[src/verilog/mips_consts.svh]
`ifndef MIPS_CONSTS_SVH
`define MIPS_CONSTS_SVH

// datapath and register file sizes, fixed by the instruction set
`define MIPS_DATA_W   32
`define MIPS_REG_W    5
`define MIPS_NUM_REGS 32

`endif

[src/verilog/mips_pkg.sv]
package mips_pkg;

    // major opcodes, instr[31:26]
    typedef enum logic [5:0] {
        op_rtype = 6'h00,
        op_addi  = 6'h08,
        op_ori   = 6'h0d,
        op_lui   = 6'h0f
    } opcode_t;

    // r-type function codes, instr[5:0]
    typedef enum logic [5:0] {
        fn_sll = 6'h00,
        fn_srl = 6'h02,
        fn_add = 6'h20,
        fn_sub = 6'h22,
        fn_and = 6'h24,
        fn_or  = 6'h25,
        fn_slt = 6'h2a
    } funct_t;

    // operations the execute stage understands
    typedef enum logic [3:0] {
        alu_add = 4'd0,
        alu_sub = 4'd1,
        alu_and = 4'd2,
        alu_or  = 4'd3,
        alu_slt = 4'd4,
        alu_sll = 4'd5,
        alu_srl = 4'd6,
        alu_lui = 4'd7
    } alu_op_t;

endpackage

[src/verilog/alu.sv]
`timescale 1ns/1ns
`include "mips_consts.svh"
module alu import mips_pkg::*; (
    input  alu_op_t                op,
    input  logic [`MIPS_DATA_W-1:0] a,      // rs
    input  logic [`MIPS_DATA_W-1:0] b,      // rt or immediate
    input  logic [4:0]             shamt,
    output logic [`MIPS_DATA_W-1:0] y
);

    logic lt;

    assign lt = $signed(a) < $signed(b);

    always_comb begin
        case (op)
            alu_add: y = a + b;
            alu_sub: y = a - b;
            alu_and: y = a & b;
            alu_or:  y = a | b;
            alu_slt: y = {{(`MIPS_DATA_W-1){1'b0}}, lt};
            alu_sll: y = b << shamt;  // shifts act on rt
            alu_srl: y = b >> shamt;
            alu_lui: y = b << 16;     // imm into the upper half
            default: y = '0;
        endcase
    end

endmodule

[src/verilog/control_unit.sv]
`timescale 1ns/1ns
module control_unit import mips_pkg::*; (
    input  opcode_t opcode,
    input  funct_t  funct,
    output logic    legal,     // supported encoding
    output logic    alusrc,    // 1 = immediate as second operand
    output logic    regdst,    // 1 = rd, 0 = rt
    output logic    regwrite,
    output logic    zero_ext,  // 1 = zero extend the immediate
    output alu_op_t aluop
);

    always_comb begin
        legal    = 1'b0;
        alusrc   = 1'b0;
        regdst   = 1'b0;
        regwrite = 1'b0;
        zero_ext = 1'b0;
        aluop    = alu_add;

        case (opcode)
            op_rtype: begin
                regdst   = 1'b1;
                legal    = 1'b1;
                regwrite = 1'b1;
                case (funct)
                    fn_add:  aluop = alu_add;
                    fn_sub:  aluop = alu_sub;
                    fn_and:  aluop = alu_and;
                    fn_or:   aluop = alu_or;
                    fn_slt:  aluop = alu_slt;
                    fn_sll:  aluop = alu_sll;
                    fn_srl:  aluop = alu_srl;
                    default: begin
                        // unknown funct becomes a bubble
                        legal    = 1'b0;
                        regwrite = 1'b0;
                    end
                endcase
            end
            op_addi: begin
                legal    = 1'b1;
                alusrc   = 1'b1;
                regwrite = 1'b1;
                aluop    = alu_add;  // sign extended imm
            end
            op_ori: begin
                legal    = 1'b1;
                alusrc   = 1'b1;
                regwrite = 1'b1;
                zero_ext = 1'b1;
                aluop    = alu_or;
            end
            op_lui: begin
                legal    = 1'b1;
                alusrc   = 1'b1;
                regwrite = 1'b1;
                zero_ext = 1'b1;
                aluop    = alu_lui;
            end
            default: begin
                // everything else, loads, stores, branches, stays illegal
                legal = 1'b0;
            end
        endcase
    end

endmodule

[src/verilog/exec_stage.sv]
`timescale 1ns/1ns
`include "mips_consts.svh"
module exec_stage import mips_pkg::*; (
    input  logic                   clk,
    input  logic                   reset,
    input  logic                   stall,

    // from id_ex
    input  logic                   valid,
    input  logic [`MIPS_DATA_W-1:0] reg_data1,
    input  logic [`MIPS_DATA_W-1:0] reg_data2,
    input  logic [`MIPS_DATA_W-1:0] imm,
    input  logic [`MIPS_REG_W-1:0]  rs,
    input  logic [`MIPS_REG_W-1:0]  rt,
    input  logic [`MIPS_REG_W-1:0]  dest,
    input  logic [4:0]             shamt,
    input  logic                   alusrc,
    input  logic                   regwrite,
    input  alu_op_t                aluop,

    output logic                   res_valid,
    output logic [`MIPS_REG_W-1:0]  res_reg,
    output logic [`MIPS_DATA_W-1:0] res_data
);

    logic                    fwd_a;
    logic                    fwd_b;
    logic [`MIPS_DATA_W-1:0] op_a;
    logic [`MIPS_DATA_W-1:0] op_rt;
    logic [`MIPS_DATA_W-1:0] op_b;
    logic [`MIPS_DATA_W-1:0] alu_y;

    // the waiting result is newer than anything read from the register file
    assign fwd_a = res_valid && res_reg != '0 && res_reg == rs;
    assign fwd_b = res_valid && res_reg != '0 && res_reg == rt;

    assign op_a  = fwd_a ? res_data : reg_data1;
    assign op_rt = fwd_b ? res_data : reg_data2;
    assign op_b  = alusrc ? imm : op_rt;

    alu u_alu (
        .op    (aluop),
        .a     (op_a),
        .b     (op_b),
        .shamt (shamt),
        .y     (alu_y)
    );

    always_ff @(posedge clk or posedge reset) begin
        if (reset) begin
            res_valid <= 1'b0;
            res_reg   <= '0;
            res_data  <= '0;
        end else if (!stall) begin
            res_valid <= valid & regwrite;
            res_reg   <= dest;  // destination travels with the result
            res_data  <= alu_y;
        end
    end

endmodule

[src/verilog/id_ex.sv]
`timescale 1ns/1ns
`include "mips_consts.svh"
module id_ex import mips_pkg::*; (
    input  logic                   clk,
    input  logic                   reset,
    input  logic                   stall,      // hold everything
    input  logic                   valid_in,   // accepted and legal

    input  logic [`MIPS_DATA_W-1:0] reg_data1,
    input  logic [`MIPS_DATA_W-1:0] reg_data2,
    input  logic [`MIPS_DATA_W-1:0] imm,       // already extended
    input  logic [`MIPS_REG_W-1:0]  rs,
    input  logic [`MIPS_REG_W-1:0]  rt,
    input  logic [`MIPS_REG_W-1:0]  dest,      // rd or rt, picked by regdst
    input  logic [4:0]             shamt,
    input  logic                   alusrc_in,
    input  logic                   regwrite_in,
    input  alu_op_t                aluop_in,

    output logic                   valid_out,
    output logic [`MIPS_DATA_W-1:0] reg_data1_out,
    output logic [`MIPS_DATA_W-1:0] reg_data2_out,
    output logic [`MIPS_DATA_W-1:0] imm_out,
    output logic [`MIPS_REG_W-1:0]  rs_out,
    output logic [`MIPS_REG_W-1:0]  rt_out,
    output logic [`MIPS_REG_W-1:0]  dest_out,
    output logic [4:0]             shamt_out,
    output logic                   alusrc_out,
    output logic                   regwrite_out,
    output alu_op_t                aluop_out
);

    always_ff @(posedge clk or posedge reset) begin
        if (reset) begin
            valid_out     <= 1'b0;
            reg_data1_out <= '0;
            reg_data2_out <= '0;
            imm_out       <= '0;
            rs_out        <= '0;
            rt_out        <= '0;
            dest_out      <= '0;
            shamt_out     <= '0;
            alusrc_out    <= 1'b0;
            regwrite_out  <= 1'b0;
            aluop_out     <= alu_add;
        end else if (!stall) begin
            valid_out     <= valid_in;
            reg_data1_out <= reg_data1;
            reg_data2_out <= reg_data2;
            imm_out       <= imm;
            rs_out        <= rs;   // for forwarding
            rt_out        <= rt;
            dest_out      <= dest;
            shamt_out     <= shamt;
            alusrc_out    <= alusrc_in;
            regwrite_out  <= valid_in & regwrite_in;  // bubble never writes
            aluop_out     <= aluop_in;
        end
    end

endmodule

[src/verilog/mips_alu_pipe.sv]
`timescale 1ns/1ns
`include "mips_consts.svh"
module mips_alu_pipe import mips_pkg::*; (
    input  logic                   clk,
    input  logic                   reset,
    input  logic                   in_valid,
    input  logic [31:0]            in_instr,
    output logic                   in_ready,
    output logic                   res_valid,
    output logic [`MIPS_REG_W-1:0]  res_reg,
    output logic [`MIPS_DATA_W-1:0] res_data,
    input  logic                   res_ready
);

    opcode_t                 opcode;
    funct_t                  funct;
    logic [`MIPS_REG_W-1:0]  rs;
    logic [`MIPS_REG_W-1:0]  rt;
    logic [`MIPS_REG_W-1:0]  rd;
    logic [`MIPS_REG_W-1:0]  dest;
    logic [4:0]              shamt;
    logic [15:0]             imm16;
    logic [`MIPS_DATA_W-1:0] imm;

    logic    legal;
    logic    alusrc;
    logic    regdst;
    logic    regwrite;
    logic    zero_ext;
    alu_op_t aluop;

    logic                    stall;
    logic                    retire;
    logic                    dec_valid;
    logic [`MIPS_DATA_W-1:0] rd_data1;
    logic [`MIPS_DATA_W-1:0] rd_data2;

    logic                    ex_valid;
    logic [`MIPS_DATA_W-1:0] ex_data1;
    logic [`MIPS_DATA_W-1:0] ex_data2;
    logic [`MIPS_DATA_W-1:0] ex_imm;
    logic [`MIPS_REG_W-1:0]  ex_rs;
    logic [`MIPS_REG_W-1:0]  ex_rt;
    logic [`MIPS_REG_W-1:0]  ex_dest;
    logic [4:0]              ex_shamt;
    logic                    ex_alusrc;
    logic                    ex_regwrite;
    alu_op_t                 ex_aluop;

    // instruction fields
    assign opcode = opcode_t'(in_instr[31:26]);
    assign rs     = in_instr[25:21];
    assign rt     = in_instr[20:16];
    assign rd     = in_instr[15:11];
    assign shamt  = in_instr[10:6];
    assign funct  = funct_t'(in_instr[5:0]);
    assign imm16  = in_instr[15:0];

    assign imm  = zero_ext ? {16'b0, imm16} : {{16{imm16[15]}}, imm16};
    assign dest = regdst ? rd : rt;

    // a waiting result freezes both stages
    assign stall     = res_valid & ~res_ready;
    assign in_ready  = ~stall;
    assign retire    = res_valid & res_ready;
    assign dec_valid = in_valid & in_ready & legal;  // illegal ones drop out here

    control_unit u_ctrl (
        .opcode   (opcode),
        .funct    (funct),
        .legal    (legal),
        .alusrc   (alusrc),
        .regdst   (regdst),
        .regwrite (regwrite),
        .zero_ext (zero_ext),
        .aluop    (aluop)
    );

    reg_file u_rf (
        .clk      (clk),
        .reset    (reset),
        .rd_addr1 (rs),
        .rd_addr2 (rt),
        .rd_data1 (rd_data1),
        .rd_data2 (rd_data2),
        .wr_en    (retire),    // write back on retire
        .wr_addr  (res_reg),
        .wr_data  (res_data)
    );

    id_ex u_id_ex (
        .clk           (clk),
        .reset         (reset),
        .stall         (stall),
        .valid_in      (dec_valid),
        .reg_data1     (rd_data1),
        .reg_data2     (rd_data2),
        .imm           (imm),
        .rs            (rs),
        .rt            (rt),
        .dest          (dest),
        .shamt         (shamt),
        .alusrc_in     (alusrc),
        .regwrite_in   (regwrite),
        .aluop_in      (aluop),
        .valid_out     (ex_valid),
        .reg_data1_out (ex_data1),
        .reg_data2_out (ex_data2),
        .imm_out       (ex_imm),
        .rs_out        (ex_rs),
        .rt_out        (ex_rt),
        .dest_out      (ex_dest),
        .shamt_out     (ex_shamt),
        .alusrc_out    (ex_alusrc),
        .regwrite_out  (ex_regwrite),
        .aluop_out     (ex_aluop)
    );

    exec_stage u_exec (
        .clk       (clk),
        .reset     (reset),
        .stall     (stall),
        .valid     (ex_valid),
        .reg_data1 (ex_data1),
        .reg_data2 (ex_data2),
        .imm       (ex_imm),
        .rs        (ex_rs),
        .rt        (ex_rt),
        .dest      (ex_dest),
        .shamt     (ex_shamt),
        .alusrc    (ex_alusrc),
        .regwrite  (ex_regwrite),
        .aluop     (ex_aluop),
        .res_valid (res_valid),
        .res_reg   (res_reg),
        .res_data  (res_data)
    );

endmodule

[src/verilog/reg_file.sv]
`timescale 1ns/1ns
`include "mips_consts.svh"
module reg_file (
    input  logic                   clk,
    input  logic                   reset,
    input  logic [`MIPS_REG_W-1:0]  rd_addr1,
    input  logic [`MIPS_REG_W-1:0]  rd_addr2,
    output logic [`MIPS_DATA_W-1:0] rd_data1,
    output logic [`MIPS_DATA_W-1:0] rd_data2,
    input  logic                   wr_en,
    input  logic [`MIPS_REG_W-1:0]  wr_addr,
    input  logic [`MIPS_DATA_W-1:0] wr_data
);

    logic [`MIPS_DATA_W-1:0] regs [`MIPS_NUM_REGS];

    always_ff @(posedge clk or posedge reset) begin
        if (reset) begin
            for (int i = 0; i < `MIPS_NUM_REGS; i++)
                regs[i] <= '0;
        end else if (wr_en && wr_addr != '0) begin
            regs[wr_addr] <= wr_data;  // r0 never written
        end
    end

    // r0 reads zero and a same-cycle write passes straight through
    assign rd_data1 = (rd_addr1 == '0) ? '0 :
                      (wr_en && wr_addr == rd_addr1) ? wr_data : regs[rd_addr1];
    assign rd_data2 = (rd_addr2 == '0) ? '0 :
                      (wr_en && wr_addr == rd_addr2) ? wr_data : regs[rd_addr2];

endmodule
[config.mk]
export PLATFORM = sky130hd
export DESIGN_NAME = mips_alu_pipe
export DESIGN_NICKNAME = d
export VERILOG_FILES = /design/src/verilog/mips_pkg.sv /design/src/verilog/alu.sv /design/src/verilog/control_unit.sv /design/src/verilog/exec_stage.sv /design/src/verilog/id_ex.sv /design/src/verilog/mips_alu_pipe.sv /design/src/verilog/reg_file.sv
export VERILOG_INCLUDE_DIRS = /design/src /design/src/verilog
export SDC_FILE = /design/constraint.sdc
export NUM_CORES = 2
export LEC_CHECK = 0
export BUFFER_PORTS_ARGS = -buffer_cell sky130_fd_sc_hd__buf_2
export CELL_PAD_IN_SITES_DETAIL_PLACEMENT = 1
export CELL_PAD_IN_SITES_GLOBAL_PLACEMENT = 1
export CORE_ASPECT_RATIO = 0.9
export CORE_MARGIN = 2
export CORE_UTILIZATION = 35
export CTS_CLUSTER_SIZE = 40
export DETAILED_ROUTE_END_ITERATION = 12
export GPL_TIMING_DRIVEN = 0
export PLACE_DENSITY_LB_ADDON = 0.1
export SLEW_MARGIN = 20
export SYNTH_ARGS = -nofsm -noshare
export SYNTH_HDL_FRONTEND = slang
export SYNTH_SLANG_ARGS = --single-unit
[constraint.sdc]
create_clock -name clk -period 41.7 [get_ports clk]
set_input_delay 2.085 -clock clk [delete_from_list [all_inputs] [get_ports clk]]
set_output_delay 2.085 -clock clk [all_outputs]
set_load 0.1 [all_outputs]
==> flow_metrics.py <==
metrics = {
    "outcome": {
        "outcome": "finished, final reports clean",
    },
    "layout": {
        "multi_input_area_um2": 38390,
        "synthToLayoutAreaGrowth_pct": 13.72,
        "regArea_um2": 29100,
        "layout_common_cells": "dfrtp_1 (1,163), mux2_2 (988), clkbuf_1 (483)",
        "largest_register_ff_count": 1024,
        "largest_register": "u_rf.regs",
        "final_nets": 6291,
        "fillers": 21030,
        "final_common_cell": "dfrtp_1",
        "drive_gt1_frac": 0.3159,
    },
    "global_routing": {
        "grt_pass1_vias": 57080,
        "overflow": 0,
        "grt_pass1_wl_um": 502100,
        "grt_max_degree": 98,
        "grtUsageTotal": 0.3589,
        "antenna_found_initial": 39,
    },
    "synthesis": {
        "synth_top_flop_cell": "dfrtp_1",
        "synth_warnings": 0,
        "seq_area_frac_synth": 0.4146,
        "ys_top_cells_by_area": "dfrtp_1 (41%), mux2_2 (16%), mux4_2 (15%), mux2i_1 (4.5%), clkbuf_1 (2.8%)",
        "syn_area_per_cell_um2": 11.92,
        "ys_ff_latch": 1163,
        "synth_nets": 6033,
        "synth_top_cell_by_area": "dfrtp_1",
        "synth.distinct_cells": 87,
        "synth_area_um2": 70200,
        "synthArstFlopShare": 1.000,
        "synthCells": 5889,
        "synth_edf_count": 0,
        "netlist.area_leader.share": 0.4146,
    },
    "clock_network": {
        "clk_pin_slew_ns": 0.07,
        "cts_resized": 0,
        "cts_buffer_depth": 3,
        "clock-sinks": 1163,
        "htreeDepth": 4,
        "clk_latency_ns": 0.85,
        "root_buffer": "clkbuf_16",
        "cts_tree": "done",
        "hold_buffers": 0,
        "cts_buffers": 143,
        "cts_setup_buffers": 0,
    },
    "floorplanning": {
        "rows": 155,
        "die-area_um2": 204200,
        "die_x_um": 476.1,
        "core_um2": 198800,
        "start_util": 0.3531,
        "fp.dieH_um": 428.9,
        "num_io_pins": 75,
    },
    "worst_setup_path": {
        "r2r-end": "u_exec.res_data[28]",
        "reg2reg_slack_ns": 33.22,
        "cp_slowest_cell": "nor2_1",
        "path_cells": "clkbuf_1, xnor2_1, nand4_1, nor2_1, clkbuf_1, mux2_2, inv_1, ha_1, inv_1, fa_1, nor2b_1, nor3_1, o21ai_0, o31a_1, o21ai_0, a311oi_1, o41ai_1, a221oi_1, nor2_1, o32a_1",
        "path_class": "flop to flop",
        "cp_max_fo": 10,
        "crit_path_end_kind": "flop",
        "rr_worst_depth": 20,
        "r2r-start": "u_exec.res_reg[4]",
        "arrival_ns": 9.26,
        "critPathRequiredTime_ns": 42.48,
        "critPathMaxStageDelay_ns": 0.97,
        "cp-start-kind": "flop",
    },
    "power_and_ir_drop": {
        "seqPwrFrac": 0.378,
        "total_leakage_power_nw": 35.55,
        "max-vdd-ir-drop_mv": 0.04098,
        "internal_power_mw": 2.049,
        "power_frac_clock": 0.414,
        "sw_frac_of_total": 0.3505,
        "combPwrFrac": 0.208,
        "p_sw_mw": 1.106,
        "power.density_nw_per_um2": 39.52,
    },
    "sta": {
        "setup_violations": 0,
        "fmax_ghz": 0.1179,
        "fin_skew_ns": 0.04388,
        "max_slew.worst_pin.slew_ns": 1.388,
        "setup_tns_ns": 0,
        "hold_slack_ns": 0.4669,
        "slew_headroom": 0.07054,
        "rsz0062_at_grt": "no",
        "min_period_ns": 8.485,
        "final-max-slew-violation-count": 0,
        "fin_crit_sh": 0.2035,
        "hold_viol_final": 0,
    },
    "routing": {
        "drc_errors": 0,
        "wl_per_cell_um": 41.36,
        "routed_wl_um": 370300,
        "ant_nets": 0,
        "viasPerCell": 6.470,
        "firstDrtPassIters": 6,
        "first_iter_violations": 7679,
        "num_vias": 57930,
    },
    "placed_design": {
        "port_buffers": 67,
        "hpwl_um": 283900,
        "place_congestion": 1.075,
    },
    "min_path": {
        "hp-class": "flop to flop",
        "min_from": "u_id_ex.regwrite_out",
        "hold_path_depth": 1,
        "holdPathEnd": "u_exec.res_valid",
    },
    "run": {
        "cap_violations": 0,
    },
}
[worst max-delay path by stage]
stage | start | to | cells past startpoint
2_1_floorplan | reset | u_exec.res_data[0] | 1
3_3_place_gp | reset | u_exec.res_data[2] | 2
3_5_place_dp | res_ready | in_ready | 8
4_1_cts | res_ready | in_ready | 8
5_1_grt | u_exec.res_reg[4] | u_exec.res_data[28] | 20
6_report | u_exec.res_reg[4] | u_exec.res_data[28] | 20
[routing by layer]
layer	global-route usage	part of all wire
met1	0.5414	0.46
met2	0.4747	0.39
met3	0.1139	0.11
met4	0.1213	0.038
met5	0.01706	0.0015
[cell usage after synthesis, drive strengths merged (34+ instances only)]
cell type,n
mux2i,316
a221oi,167
nand3,34
nand2,388
inv,135
ha,106
a22oi,53
clkbuf,520
xnor2,39
a31oi,37
mux2,990
buf,89
dfrtp,1163
nor2,327
a21oi,300
mux4,476
nor3,45
a22o,35
o21ai,259
o21bai,42
[worst max-delay path: cells and delay by family (launching register included)]
kind / cells / cell delay, ns
AO/OA/AOI/OAI: 7 / 2.71
XOR/XNOR: 1 / 0.20
adder cells (fa/ha/maj): 2 / 0.66
buffers and inverters: 4 / 1.67
flip-flops: 1 / 0.67
multiplexers: 1 / 0.47
AND/OR/NAND/NOR: 5 / 2.01
[area by class of cell]
cell class	instances	share of cell area
timing repair buffer	113	0.01459
clock inverter	54	0.008370
buffer	609	0.03075
clock buffer	199	0.05152
tap	2669	0.04183
multi-input combinational	3980	0.4809
antenna	30	0.0009404
sequential	1163	0.3646
inverter	137	0.006536
[power groups by stage]
stage          sequential, mW  clock, mW  combinational (mW)
2_1_floorplan            1.24          0               0.276
5_1_grt                  1.19       1.37               0.661
6_report                 1.19       1.31               0.656
3_5_place_dp             1.21          0               0.625
3_3_place_gp             1.21          0               0.607
4_1_cts                  1.19       1.32               0.627
[per-stage QoR]
step | cell area, um^2 | worst slack, ns | std cells | util | power, mW
floorplan | 70200 | 6.857 | 5889 | - | 1.518
global placement | 73870 | -9.511 | 8625 | 0.3716 | 1.821
detailed placement | 74850 | 33.67 | 8661 | 0.3766 | 1.836
CTS | 79640 | 33.67 | 8914 | 0.4006 | 3.137
global route | 79780 | 33.33 | 8934 | 0.4013 | 3.222
finish | 79830 | 33.22 | 8954 | 0.4016 | 3.154
[cell families (layout without fill, tap and decap cells)]
kind of cell,after synthesis,count (layout),share of synthesized area
compound gates,1134,1134,0.1077
xor+xnor,49,49,0.006220
fa+ha+maj,108,108,0.01946
buf+inv,746,1112,0.04064
flops,1163,1163,0.4146
mux,1782,1782,0.3566
other cells,0,30,0
simple gates,907,907,0.05486
Power figures use the tool's default switching activity.
